**src/hdl/scan_pkg.sv**
```systemverilog
`default_nettype none

package scan_pkg;

  // Stream id space
  localparam int STREAM_COUNT = 64;

  // One payload byte
  typedef logic [7:0] char_t;

  // Stream identifier
  typedef logic [5:0] stream_id_t;

  // Seven most recent bytes, byte 0 is the newest
  typedef logic [55:0] history_t;

  // Byte k matches the byte k positions back, byte 0 is the current byte
  typedef logic [63:0] pattern_t;

  // Length 1 to 8, zero acts as 1
  typedef logic [3:0] pat_len_t;

  // Matched packet count, wraps
  typedef logic [15:0] count_t;

  // Offsets inside the 16-byte window of each lane
  localparam logic [3:0] REG_PAT_LO = 4'h0;
  localparam logic [3:0] REG_PAT_HI = 4'h4;
  localparam logic [3:0] REG_CTRL   = 4'h8;
  localparam logic [3:0] REG_COUNT  = 4'hc;

  // Enable position in the control word
  localparam int CTRL_EN_BIT = 8;

endpackage

`default_nettype wire

```
**src/hdl/scan_dispatch.sv**
```systemverilog
`timescale 1ns/1ps
`default_nettype none

module scan_dispatch import scan_pkg::*;
(
  input  logic       clk,
  input  logic       rst_n,
  input  logic       in_vld,
  input  logic       in_sop,
  input  logic       in_eop,
  input  char_t      in_char,
  input  stream_id_t in_stream,
  output logic       load_state,
  output logic       new_stream,
  output logic       char_vld,
  output logic       eop,
  output char_t      char_in,
  output stream_id_t stream_id
);

  // One bit per stream id, set once a packet of it has started
  logic [STREAM_COUNT-1:0] seen;

  // High between sop and eop of the current input packet
  logic pkt_open;

  // Strobes and the seen bitmap
  always_ff @(posedge clk)
  begin
    if (!rst_n)
    begin
      load_state <= 1'b0;
      new_stream <= 1'b0;
      char_vld   <= 1'b0;
      eop        <= 1'b0;
      seen       <= '0;
      pkt_open   <= 1'b0;
    end
    else
    begin
      load_state <= in_vld & in_sop;
      char_vld   <= in_vld;
      eop        <= in_vld & in_eop;
      // Bitmap value before this packet decides fresh start
      new_stream <= in_vld & in_sop & ~seen[in_stream];
      if (in_vld && in_sop)
        seen[in_stream] <= 1'b1;
      if (in_vld && in_eop)
        pkt_open <= 1'b0;
      else if (in_vld && in_sop)
        pkt_open <= 1'b1;
    end
  end

  // Payload path, stream id only taken at sop
  always_ff @(posedge clk)
  begin
    char_in <= in_char;
    if (in_vld && in_sop)
      stream_id <= in_stream;
  end

  // Framing bits only mean something with a valid byte
  a_sop_eop_vld: assert property (@(posedge clk) disable iff (!rst_n)
    (in_sop || in_eop) |-> in_vld);

  // Stream id held for the whole packet
  a_stream_stable: assert property (@(posedge clk) disable iff (!rst_n)
    (in_vld && pkt_open && !in_sop) |-> (in_stream == stream_id));

endmodule

`default_nettype wire

```
**config.mk**
```make
export PLATFORM = sky130hd
export DESIGN_NAME = scan_dispatch
export DESIGN_NICKNAME = d
export VERILOG_FILES = /design/src/hdl/scan_pkg.sv /design/src/hdl/scan_dispatch.sv
export SDC_FILE = /design/constraint.sdc
export NUM_CORES = 1
export LEC_CHECK = 0
export BUFFER_PORTS_ARGS = -buffer_cell sky130_fd_sc_hd__buf_4
export CORE_ASPECT_RATIO = 0.75
export CORE_UTILIZATION = 24
export CTS_CLUSTER_DIAMETER = 60
export CTS_CLUSTER_SIZE = 8
export DETAILED_ROUTE_END_ITERATION = 8
export PLACE_DENSITY = 0.42
export SYNTH_ARGS = -nofsm -noshare
export SYNTH_HDL_FRONTEND = slang
export SYNTH_SLANG_ARGS = --single-unit
```
**constraint.sdc**
```tcl
create_clock -name clk -period 1.96 [get_ports clk]
set_input_delay 0.49 -clock clk [delete_from_list [all_inputs] [get_ports clk]]
set_output_delay 0.49 -clock clk [all_outputs]
set_load 0.03 [all_outputs]
```
==> Yosys cells after proc, flatten, opt, wreduce, memory -nomap -nowiden <==
Cells that the tools add are included.
{ "totals": {"reg_bits": 82, "out_inout_bits": 18, "elab_cells": 20} }
{ "op_classes": {"magnitude_cmp": 2, "n_mux": 4, "n_bitwise": 5, "n_reduce_logical": 2} }
{ "op_table": {"columns": ["cell", "n"], "rows": [
  ["64-bit OR", 1],
  ["6-bit by 7-bit < comparator with 1-bit output, second input constant", 1],
  ["1-bit binary-select mux with 6-bit select", 1],
  ["1-bit demux with 6-bit select", 1],
  ["6-bit by 1-bit greater-or-equal comparator with 1-bit output, second input constant", 1],
  ["1-bit bitwise AND", 3],
  ["1-bit logical AND", 2],
  ["1-bit 2-to-1 mux", 2],
  ["1-bit NOT", 1]
]} }

==> Logic depth before layout (Yosys ltp) <==
{ "depth": {"ltp_word": 5, "depth_mapped": 8, "mapped_depth_nobuf": 5} }

==> Least setup slack after synthesis <==
Ideal clock, no wire load.
{ "synth_path": {"path_kind": "in2reg", "startpoint": "in in_stream[1]", "endpoint": "reg new_stream", "setup_time_ns": 0.060, "t_arrival_ns": 1.659, "t_required_ns": 1.900, "setup_slack_ns": 0.241, "cell_stages": 6, "n_path_buf": 1, "cell_sequence": "buf_6 -> mux4_2 -> mux2i_1 -> o2111ai_1 -> a211oi_1 -> and3_1"} }
{ "synth_between": {"elab_chain_cells": 4} }
{ "synth_lines": {"columns": ["item", "line_no", "source"], "rows": [
  ["start: declaration", "scan_dispatch.sv:12", "input stream_id_t in_stream,"],
  ["1-bit binary-select mux with 6-bit select", "scan_dispatch.sv:45", "new_stream <= in_vld & in_sop & ~seen[in_stream];"],
  ["1-bit 2-to-1 mux (not written as such)", "scan_dispatch.sv:45", null],
  ["1-bit NOT", "scan_dispatch.sv:45", null],
  ["1-bit bitwise AND", "scan_dispatch.sv:45", null],
  ["end signal: assignment", "scan_dispatch.sv:45", null],
  ["end: declaration", "scan_dispatch.sv:14", "output logic new_stream,"]
]} }
Every way passes these cells. The select of a mux whose other input is x is not followed.
A chain may end at the register's enable or synchronous reset.

==> Worst setup path in the final report <==
Same ends and word-level chain as after synthesis.

==> impl_metrics.ini <==
[sta]
worstMarginPinSlew_ps = 611
drv_slew = 0
holdWs_ps = 251
post-route-period-util_pct = 84.7
fin_crit_ps = 1660
rsz0062_at_grt = no
fin_skew_ps = 6.12
setup_ws_ps = 299
finalHoldViolCount = 0
finalSetupViolCount = 0
relSlewSlack_pct = 59.3
clock.fmax_ghz = 0.602

[logic_synthesis]
yosys.area.top_type = dfxtp_1
synth_warnings = 0
seq_area_frac_synth_pct = 50.9
yosys-top-cells-count = 76 x dfxtp_1, 40 x o21a_1, 38 x nor2_1, 27 x nor2b_1, 25 x a21oi_1
synth_ff_type = dfxtp_1
synth_top_cell_area_share_pct = 45.5
synth_top_family_by_area = simple AND/OR/NAND/NOR gates
synth_edf_count = 6
synth-simple-area-share_pct = 18.1
synth_compound_area_share_pct = 15.3
synth_area_mm2 = 0.00334
synthXorXnorAreaFrac_pct = 0
netlist_top_cells_area = dfxtp_1 46%, o21a_1 9.0%, mux4_1 5.5%
synth_area_per_cell_um2 = 10.5
synth-seq-cells = 82
postSynthCellCount = 319
synth.distinct_cells = 39
synth.area.mux_share_pct = 11.7
yosysMostFrequentCell = dfxtp_1
synth_fa_ha_area_share_pct = 0
synth_fp_nets = 338
async_flop_share_pct = 0

[die]
die_h_um = 104
die_w_um = 138
num_io_pins = 37
initial_core_util_pct = 25.2
die_area_mm2 = 0.0144
core_mm2 = 0.0133
placement_rows = 36

[worst_setup_path]
crit_path_start = in_stream[1]
path_delay_family = multiplexers
r2r-end = new_stream$_SDFF_PN0_
crit_buf_inv = 1
cp_num_cells = 6
rr_startpoint = seen[15]$_SDFFE_PN0P_
path_max_fanout = 11
path_class = in -> reg
critPathCaptureType = register
reg2reg_depth = 5
crit_arrival_ps = 1940
slowest_stage = mux4_2
crit_chain = buf_4, mux4_2, mux2i_1, o2111ai_1, a211oi_1, and3_1
rrSetupSlack_ps = 410
max_stage_delay_ps = 530
cp.required_ps = 2240
startpoint_type = input pin

[global_route]
grt_pass1_wl_um = 14300
grt_pass1_vias = 2523
track_usage_pct = 13.1
grt_start_max_net_pins = 67
grt-ovfl-total = 0
antenna_found_initial = 0

[route]
drtIter0Drc = 139
routed_via_density = 4.55
routed_wl_um = 8820
wl_per_cell_um = 16.2
dr.pass1.iters = 6
drc = 8
vias = 2478
ant_nets = 0

[power]
powerDensity_mw_per_mm2 = 880
power_leakage_nw = 1.60
power_mw = 3.70
vdd_ir_drop_max_uv = 456

[place]
routabilityCongestion = 0.751
io_buffers = 36
hpwl_um = 6060
dp.cells = 529
place_ws_ps = -31.2

[hold_path]
worstHoldPathCells = 1
whs_endpoint = char_in[6]$_DFF_P_
hold_class = in -> reg
worstHoldStart = in_char[6]

[flow_run]
maxCapViolations = 0

[clocking]
clkTransAtPathRegs_ps = 60
cts-hold-fix-buffers = 0
cts_max_path_buffers = 2
cts_tree = built
root_buffer = clkbuf_16
clock_sinks = 82
post_cts_resized = 0
clock_latency_ps = 330
cts_made_buffers = 9
postCtsSetupRepairBufs = 0
htreeDepth = 3

[final_layout]
layout-area-overhead-vs-synth_pct = 25.7
drive_gt1_share_pct = 25.1
final_cells = 545
finalNetCount = 388
n_antenna_cell = 0

[run_status]
status = finished, violations left
violations = DRC
==> layout by cell type (no fill, tap or decap), types with 4 or more instances in the layout <==
cell type	n
a21oi_1	25
buf_4	61
clkbuf_16	9
dfxtp_1	76
edfxtp_1	6
mux2i_1	6
mux4_1	7
mux4_2	5
nand2_1	10
nand3_1	6
nor2_1	38
nor2b_1	27
nor3_1	11
o21a_1	40
or3_1	4
==> layer usage <==
metal | global-route usage [%] | vias to the layer above | share of wire, %
li1 | - | 1225 | -
met4 | 3.53 | 0 | 0.79
met3 | 3.22 | 10 | 5.3
met2 | 18.3 | 61 | 41
met1 | 19.6 | 1182 | 53
met5 | 0 | - | 0
==> through the flow <==
stage          setup TNS (ps)  area, um^2  utilization (%)
2_1_floorplan               0        3340                -
3_3_place_gp            -35.6        3910             29.4
3_5_place_dp            -31.2        3910             29.4
4_1_cts                     0        4200             31.6
5_1_grt                     0        4200             31.6
6_report                    0        4200             31.6
==> state kept, by name (all words and copies together) (netlist names) <==
name	flops
char_in	8
load_state	1
char_vld	1
stream_id	6
new_stream	1
eop	1
seen	64
==> logic make-up after synthesis <==
kind of cell	count (synthesis)
and+or+nand+nor	116
DFF	82
AOI/OAI and AO/OA	75
buffers and inverters	25
muxes	21
==> how the worst max path moves through the flow <==
stage	end	slack, ps
2_1_floorplan	new_stream$_SDFF_PN0_	240
3_3_place_gp	new_stream$_SDFF_PN0_	-40
3_5_place_dp	new_stream$_SDFF_PN0_	-30
4_1_cts	new_stream$_SDFF_PN0_	310
5_1_grt	new_stream$_SDFF_PN0_	240
6_report	new_stream$_SDFF_PN0_	300
==> worst reg2reg max path, cell delays in order (launching register included) <==
cell and delay, ps:
dfxtp_1 320, mux4_2 470, mux2i_1 190, o2111ai_1 160, a211oi_1 210, and3_1 160
==> final cells by class <==
cell class                      instances  area (um^2)
Fill cell                            1352         9080
Sequential cell                        82         1700
Multi-Input combinational cell        212         1510
Timing Repair Buffer                   62          478
Clock buffer                            9          225
Tap cell                              171          214
Clock inverter                          7         70.1
Inverter                                2         7.51
==> report_power, final <==
| part | leakage [nW] | internal, mW | switching, mW |
|---|---|---|---|
| Sequential | 0.672 | 1.71 | 0.00807 |
| Clock | 0.145 | 0.984 | 0.689 |
| Combinational | 0.779 | 0.123 | 0.180 |
Power figures use the tool's default switching activity.
