`src/hdl/scan_pkg.sv`:
```
`default_nettype none

package scan_pkg;

  // Stream id space
  localparam int STREAM_COUNT = 64;

  // One payload byte
  typedef logic [7:0] char_t;

  // Stream identifier
  typedef logic [5:0] stream_id_t;

  // Seven most recent bytes, byte 0 is the newest
  typedef logic [55:0] history_t;

  // Byte k matches the byte k positions back, byte 0 is the current byte
  typedef logic [63:0] pattern_t;

  // Length 1 to 8, zero acts as 1
  typedef logic [3:0] pat_len_t;

  // Matched packet count, wraps
  typedef logic [15:0] count_t;

  // Offsets inside the 16-byte window of each lane
  localparam logic [3:0] REG_PAT_LO = 4'h0;
  localparam logic [3:0] REG_PAT_HI = 4'h4;
  localparam logic [3:0] REG_CTRL   = 4'h8;
  localparam logic [3:0] REG_COUNT  = 4'hc;

  // Enable position in the control word
  localparam int CTRL_EN_BIT = 8;

endpackage

`default_nettype wire

```
`src/hdl/scan_apb_regs.sv`:
```
`timescale 1ns/1ps
`default_nettype none

module scan_apb_regs import scan_pkg::*;
#(
  parameter int NUM_LANES = 4
)
(
  input  logic                                 clk,
  input  logic                                 rst_n,
  input  logic                                 psel,
  input  logic                                 penable,
  input  logic                                 pwrite,
  input  logic [7:0]                           paddr,
  input  logic [31:0]                          pwdata,
  output logic [31:0]                          prdata,
  output logic                                 pready,
  output logic                                 pslverr,
  output logic [NUM_LANES*$bits(pattern_t)-1:0] patterns,
  output logic [NUM_LANES*$bits(pat_len_t)-1:0] pat_lens,
  output logic [NUM_LANES-1:0]                 enables,
  input  logic [NUM_LANES*$bits(count_t)-1:0]   counts,
  output logic [NUM_LANES-1:0]                 count_clrs
);

  pattern_t pat_q [NUM_LANES];
  pat_len_t len_q [NUM_LANES];
  logic [NUM_LANES-1:0] en_q;

  logic [3:0] lane_idx;
  logic [3:0] offset;
  logic       lane_ok;
  logic       access;

  assign lane_idx = paddr[7:4];
  assign offset   = paddr[3:0];
  assign lane_ok  = int'(lane_idx) < NUM_LANES;
  // Second cycle of a transfer, no wait states
  assign access   = psel & penable;

  assign pready  = 1'b1;
  assign pslverr = access & ~lane_ok;

  // Read mux, zero for unknown offsets or lanes
  always_comb
  begin
    prdata = '0;
    for (int i = 0; i < NUM_LANES; i++)
    begin
      if (lane_idx == 4'(i))
      begin
        case (offset)
          REG_PAT_LO: prdata = pat_q[i][31:0];
          REG_PAT_HI: prdata = pat_q[i][63:32];
          REG_CTRL:   prdata = {23'b0, en_q[i], 4'b0, len_q[i]};
          REG_COUNT:  prdata = 32'(counts[i*$bits(count_t) +: $bits(count_t)]);
          default:    prdata = '0;
        endcase
      end
    end
  end

  // Register writes and count clear pulses
  always_ff @(posedge clk)
  begin
    if (!rst_n)
    begin
      en_q       <= '0;
      count_clrs <= '0;
      for (int i = 0; i < NUM_LANES; i++)
      begin
        pat_q[i] <= '0;
        len_q[i] <= '0;
      end
    end
    else
    begin
      count_clrs <= '0;
      for (int i = 0; i < NUM_LANES; i++)
      begin
        if (access && pwrite && lane_idx == 4'(i))
        begin
          case (offset)
            REG_PAT_LO: pat_q[i][31:0]  <= pwdata;
            REG_PAT_HI: pat_q[i][63:32] <= pwdata;
            REG_CTRL:
            begin
              len_q[i] <= pwdata[3:0];
              en_q[i]  <= pwdata[CTRL_EN_BIT];
            end
            REG_COUNT:  count_clrs[i] <= 1'b1;
            default:    ;
          endcase
        end
      end
    end
  end

  // Flatten lane settings
  for (genvar g = 0; g < NUM_LANES; g++)
  begin : g_flat
    assign patterns[g*$bits(pattern_t) +: $bits(pattern_t)] = pat_q[g];
    assign pat_lens[g*$bits(pat_len_t) +: $bits(pat_len_t)] = len_q[g];
  end
  assign enables = en_q;

  // Access phase must come right after a setup phase
  a_apb_phase: assert property (@(posedge clk) disable iff (!rst_n)
    penable |-> psel && $past(psel && !penable));

endmodule

`default_nettype wire

```
`config.mk`:
```
export PLATFORM = sky130hd
export DESIGN_NAME = scan_apb_regs
export DESIGN_NICKNAME = d
export VERILOG_FILES = /design/src/hdl/scan_pkg.sv /design/src/hdl/scan_apb_regs.sv
export SDC_FILE = /design/constraint.sdc
export NUM_CORES = 1
export LEC_CHECK = 0
export ABC_AREA = 1
export BUFFER_PORTS_ARGS = -buffer_cell sky130_fd_sc_hd__buf_2
export CAP_MARGIN = 0
export CORE_UTILIZATION = 40
export DETAILED_ROUTE_END_ITERATION = 6
export PLACE_DENSITY_LB_ADDON = 0.12
export SYNTH_ARGS = -nofsm -noshare
export SYNTH_HDL_FRONTEND = slang
export SYNTH_SLANG_ARGS = --single-unit
```
`constraint.sdc`:
```
create_clock -name clk -period 7.71 [get_ports clk]
set_input_delay 0.3855 -clock clk [delete_from_list [all_inputs] [get_ports clk]]
set_output_delay 0.3855 -clock clk [all_outputs]
set_load 0.01 [all_outputs]
```
Yosys cells after proc, flatten, opt, wreduce, memory -nomap -nowiden
Memory sizes are Yosys's and may differ from the RTL's.
Index checks and enable logic that the tools add are counted.
Storage, ports and cells
  register bits: 8
  logic and storage cells: 108
  memories: 2
  input bits: 109
  output and inout bits: 314
  memory bits (writable): 272
Operators by class
  bitwise gates (word level): 15
  magnitude comparators: 1
  reductions and logical operators: 15
  eq/ne operators: 6
  muxes and demuxes: 61
Memories
  pat_q: depth 4, width 64, rd ports 4, clocked after memory_dff 0, wr ports 4, RTL line scan_apb_regs.sv:26  | pattern_t pat_q [NUM_LANES];
  len_q: depth 4, width 4, rd ports 4, clocked after memory_dff 0, wr ports 4, RTL line scan_apb_regs.sv:27  | pat_len_t len_q [NUM_LANES];
Operators with widths (number)
  $pmux 32 s4: 4
  $mux 32: 12
  $mux 1: 41
  $mux 4: 4
  $reduce_and 2->1: 8
  $or 1x1->1: 12
  $eq 4x2->1 const B: 2
  $eq 4x4->1 const B: 2
  $logic_not 4->1: 2
  $logic_and 1x1->1: 5
  $eq 4x1->1 const B: 1
  $eq 4x3->1 const B: 1
  $lt 4x3->1 const B: 1
  $and 1x1->1: 2
  $not 1->1: 1

Logic depth before layout (Yosys ltp)
  depth after elaboration: 7
  mapped depth: 10

Least setup slack after synthesis
OpenSTA, ideal clock, no wires.
  path kind: input port to flip-flop
  start point: input port paddr[6]
  end point: memory pat_q[0][0] (netlist name) (enable)
  arrival: 3244 ps
  cell stages on the path: 5
  path slack: 4000 ps
  setup time: 466 ps
  required time: 7244 ps
  path through: inv_1 nand2_2 nor3_2 nand2_1 o21ai_0
RTL lines
  from (decl): RTL line scan_apb_regs.sv:14  | input logic [7:0] paddr,
  to (decl): RTL line scan_apb_regs.sv:26

Worst setup path in the final report
  start point: input port paddr[1]
  end point: output port prdata[17]
Between the ends
  word-level cells in the longest chain between the ends: 6
  elaborated cells on any way between the ends: 12
Ends and longest elaborated chain
  $eq 4x4->1, or another cell as far along: RTL line scan_apb_regs.sv:52  | case (offset)
  $pmux 32 s4: RTL line scan_apb_regs.sv:52
  $mux 32 (3 in a row): RTL line scan_apb_regs.sv:50  | if (lane_idx == 4'(i))
  $mux 32 *: RTL line scan_apb_regs.sv:50
  to (decl): RTL line scan_apb_regs.sv:16  | output logic [31:0] prdata,
Every way passes the cells marked *; elsewhere a longest branch is shown, timed or not.

==> PnR_summary.wiki <==
{| class="wikitable"
! Metric !! Value
|-
| Status || finished clean
|-
| CTS buffer count || 30
|-
| Max Fclk || 238 MHz
|-
| TritonCTS sink count || 280
|-
| Uppermost signal routing layer after detailed routing || met5
|-
| Final-report setup violation count || 0
|-
| Final non-filler cell total || 2216
|-
| Worst voltage drop across the vdd grid || around 0.17 mV
|-
| Commonest cells after routing, fill and taps aside || buf_2 (421), nand2_1 (376), nor2_1 (277)
|-
| Routed wire per std cell || 21.9 um
|-
| Core Area || 31800 sq um
|-
| Fraction of layout instances using a drive strength above 1 || 28.9%
|-
| Tightest slew margin relative to the limit || 12.3%
|-
| Met3 wire len || 4980 um
|-
| Die span in x || 183 um
|-
| Number of hold violations in the final report || 0
|-
| H-tree levels || 1
|-
| Largest clock skew in the final design || 0 ps
|-
| Max Root-Sink Buffers || 3
|-
| Parity-gate share of the synthesized area counting xor and xnor cells || 0%
|-
| DRC violation count after routing || 0
|-
| Maximum fanout count along the critical path || 95
|-
| Data arrival time of the critical path || 3820 ps
|-
| Half-perimeter wire length of the detailed placement result || approximately 32000 um
|-
| Type of the setup path with the least slack || in2out
|-
| Sequential share of the synthesized area || 63.8%
|-
| Finished Cell Area || 16500 sq um
|-
| Clock-pin transition on the worst setup and hold timing paths || ~60 ps
|-
| Delay of the slowest cell on the worst path || 800 ps
|-
| Placed cell count || 2163
|-
| Total negative setup slack || 0 ps
|-
| Cell variety after synth || 24
|-
| Mux cell area share after synthesis || 0%
|-
| Class of the tightest hold or removal check || in2reg
|-
| Most common library cell in the layout ignoring fill and taps || buf_2
|-
| Clock root buffer || clkbuf_16
|-
| Worst Min Path Start || pwdata[16]
|-
| RSZ-0062 raised after global routing || false
|-
| Cell with the most instances on the worst path || nand2_1
|-
| Number of antenna violations at the first check in global routing || 1
|-
| Std-Cell Rows || between 60 and 70
|-
| Net Switching || 864 uW
|-
| Hold bufs inserted after CTS || 0
|-
| Routed via count divided by cell count || 5.28
|-
| Routed length on met2 || 24000 um
|-
| Power share of the clock group || just over 40%
|-
| Kind of cell adding the most delay to the critical path || buffers and inverters
|-
| Met1 wire length || 18000 um
|-
| Total Wirelength || 48600 um
|-
| Max stage delay cell, worst path || nand2_2
|-
| Placed Area || approximately 16000 sq um
|-
| Gates resized, CTS repair || 0
|-
| PD cells || 214 nW/um^2
|-
| Mean instance size in the synthesized netlist || between 9 and 10 sq um
|-
| Compound-Gate Fraction of Synth Area || 2.88%
|-
| Max-cap violations || 0
|-
| Synthesized Nets || 1490
|-
| Via count || 11700
|-
| Wire length of the first global-routing pass || 69400 um
|-
| Post-synthesis share of cell area spent on and, or, nand and nor gates || a little over a quarter
|-
| Io pins || 423
|-
| Relative contribution of combinational cells to total power || between 8 and 9%
|-
| Shortest period the worst path allows || 4210 ps
|-
| Weighted congestion at the end of routability-driven global placement || just under 0.9
|-
| Worst-path cell chain || buf_2, nor2_4, buf_4, nand2_2, inv_2, buf_4, nand2_1, nand2_1, nand2_1, nand4_1, buf_2
|-
| Number of buffer and inverter stages on the critical path || 5
|-
| Initial core utilization || 41.0%
|-
| Capture endpoint of the worst hold path || pat_q[1][48]$_SDFFCE_PN0P_
|-
| Final cycle utilization of the critical path || 54.6%
|-
| Critical R2R Capture || enables[2]$_SDFFE_PN0P_
|-
| Hold Crit Depth || 3
|-
| Combined global-route utilization of all metal layers || 28.3%
|-
| Clock insertion delay at the later pin of the skew report || 540 ps
|-
| P&R area growth vs syn || 26.5%
|-
| Arithmetic-cell share of the synthesized area counting full adders, half adders and majority gates || 0%
|-
| Cell area after technology mapping || 13000 sq um
|-
| Internal cell power || 2.67 mW
|-
| Yosys warning count || 0
|-
| Detailed-routing iteration count for the pre-antenna-repair pass || 7
|-
| Largest net degree at the start of global routing || 96
|-
| Max Transition Viols Final || 0
|-
| Kind of start point of the critical path || input pin
|-
| CTS tree || yes
|-
| Largest family of logic cells by synthesized area || simple AND/OR/NAND/NOR gates
|-
| Worst slew pin tran || 1310 ps
|-
| Net total in the final layout || 1869
|-
| Number of nets still failing antenna checks after routing || 0
|-
| Worst Reg-to-Reg Cells || 2
|-
| Category of the worst setup path capture point || primary output
|-
| Number of DRC violations after detailed-routing iteration 0 || 994
|-
| Via count of the first global-routing pass || 11200
|-
| Global-route congestion overflow total || 0
|-
| Number of buffers inserted by port buffering || 421
|-
| Proportion of power drawn by flip-flops and latches || 50.9%
|-
| Switching share of total power || 24.5%
|-
| Reg2reg setup slack || roughly 7100 ps
|-
| Number of synthesized register bits || 280
|-
| # Post-CTS Setup Buffers || 0
|-
| Die height || 183 um
|-
| Worst reg2reg path startpoint || enables[2]$_SDFFE_PN0P_
|-
| Pleak || 7.33 nW
|-
| Required @ worst endpoint || about 7300 ps
|-
| Gate Count Post-Synth || 1381
|-
| Final core utilization || a little over 50%
|-
| Area enclosed by the die boundary || 33300 sq um
|-
| Ant. Diodes || 0
|}
==> power by group through the flow <==
stage,registers [mW],clock network [mW],logic (mW)
after floorplan,1.85,0,0.103
after global placement,1.83,0,0.310
after detailed placement,1.83,0,0.312
after CTS,1.80,1.43,0.313
after global routing,1.81,1.48,0.336
final,1.80,1.42,0.313
==> flip-flops by register name (all words and copies together) (netlist names) <==
register / flops
len_q: 16
enables: 4
count_clrs: 4
pat_q: 256
==> metrics by stage <==
stage               setup slack (ps)  hold WS (ps)  power, mW
floorplan                       4000           510       1.96
global placement                3670           477       2.14
detailed placement              3590           496       2.14
global route                    3290           256       3.63
CTS                             3580           230       3.54
finish                          3500           243       3.53
==> tightest hold or removal path, stage by stage <==
cell,delay (ps)
buf_2,70
inv_1,110
nor2_1,120
==> routing by layer <==
metal | vias to the layer above | global-route usage (%)
met2 | 696 | 49.0
met3 | 103 | 6.65
li1 | 5356 | -
met1 | 5540 | 34.5
met5 | - | 0
met4 | 2 | 10.2
==> cells in the mapped netlist <==
cell type	instances	area [sq um]
and3_1	1	6.26
buf_1	5	18.8
buf_2	37	185
buf_4	4	30.0
clkbuf_1	44	165
conb_1	1	3.75
dfxtp_1	8	160
edfxtp_1	272	8170
inv_1	88	330
inv_2	9	33.8
nand2_1	376	1410
nand2_2	2	12.5
nand3_1	148	741
nand3_2	5	50.1
nand4_1	37	231
nor2_1	278	1040
nor2_2	2	12.5
nor2_4	1	11.3
nor3_2	1	10.0
nor3_4	3	48.8
o21ai_0	24	120
o21ai_1	3	15.0
o22ai_1	16	100
o2bb2ai_1	16	140
==> final cells by class <==
class / instances / area, sq um
clock buffer: 38 / 802
clock inverter: 15 / 153
fill: 3015 / 15300
inverter: 97 / 367
multi-input combinational: 914 / 4080
sequential: 280 / 8330
tap: 435 / 544
timing repair buffer: 437 / 2230
==> worst max path at each step <==
| stage | to | start | cells after the start | slack (ps) |
|---|---|---|---|---|
| after global routing | prdata[17] | paddr[1] | 11 | 3290 |
| after detailed placement | prdata[17] | paddr[1] | 11 | 3590 |
| after CTS | prdata[23] | paddr[1] | 11 | 3580 |
| final | prdata[17] | paddr[1] | 11 | 3500 |
| after floorplan | pat_q[0][0]$_SDFFCE_PN0P_ | paddr[6] | 5 | 4000 |
| after global placement | prdata[29] | paddr[1] | 11 | 3670 |
==> kinds of logic (layout without fill, tap and decap cells) <==
kind of cell,Yosys count,in the layout
AND/OR/NAND/NOR,854,854
flip-flops,280,280
buffers and inverters,187,587
AO/OA/AOI/OAI,59,59
other,1,1
Note: power is estimated with default switching activity, not from simulation.
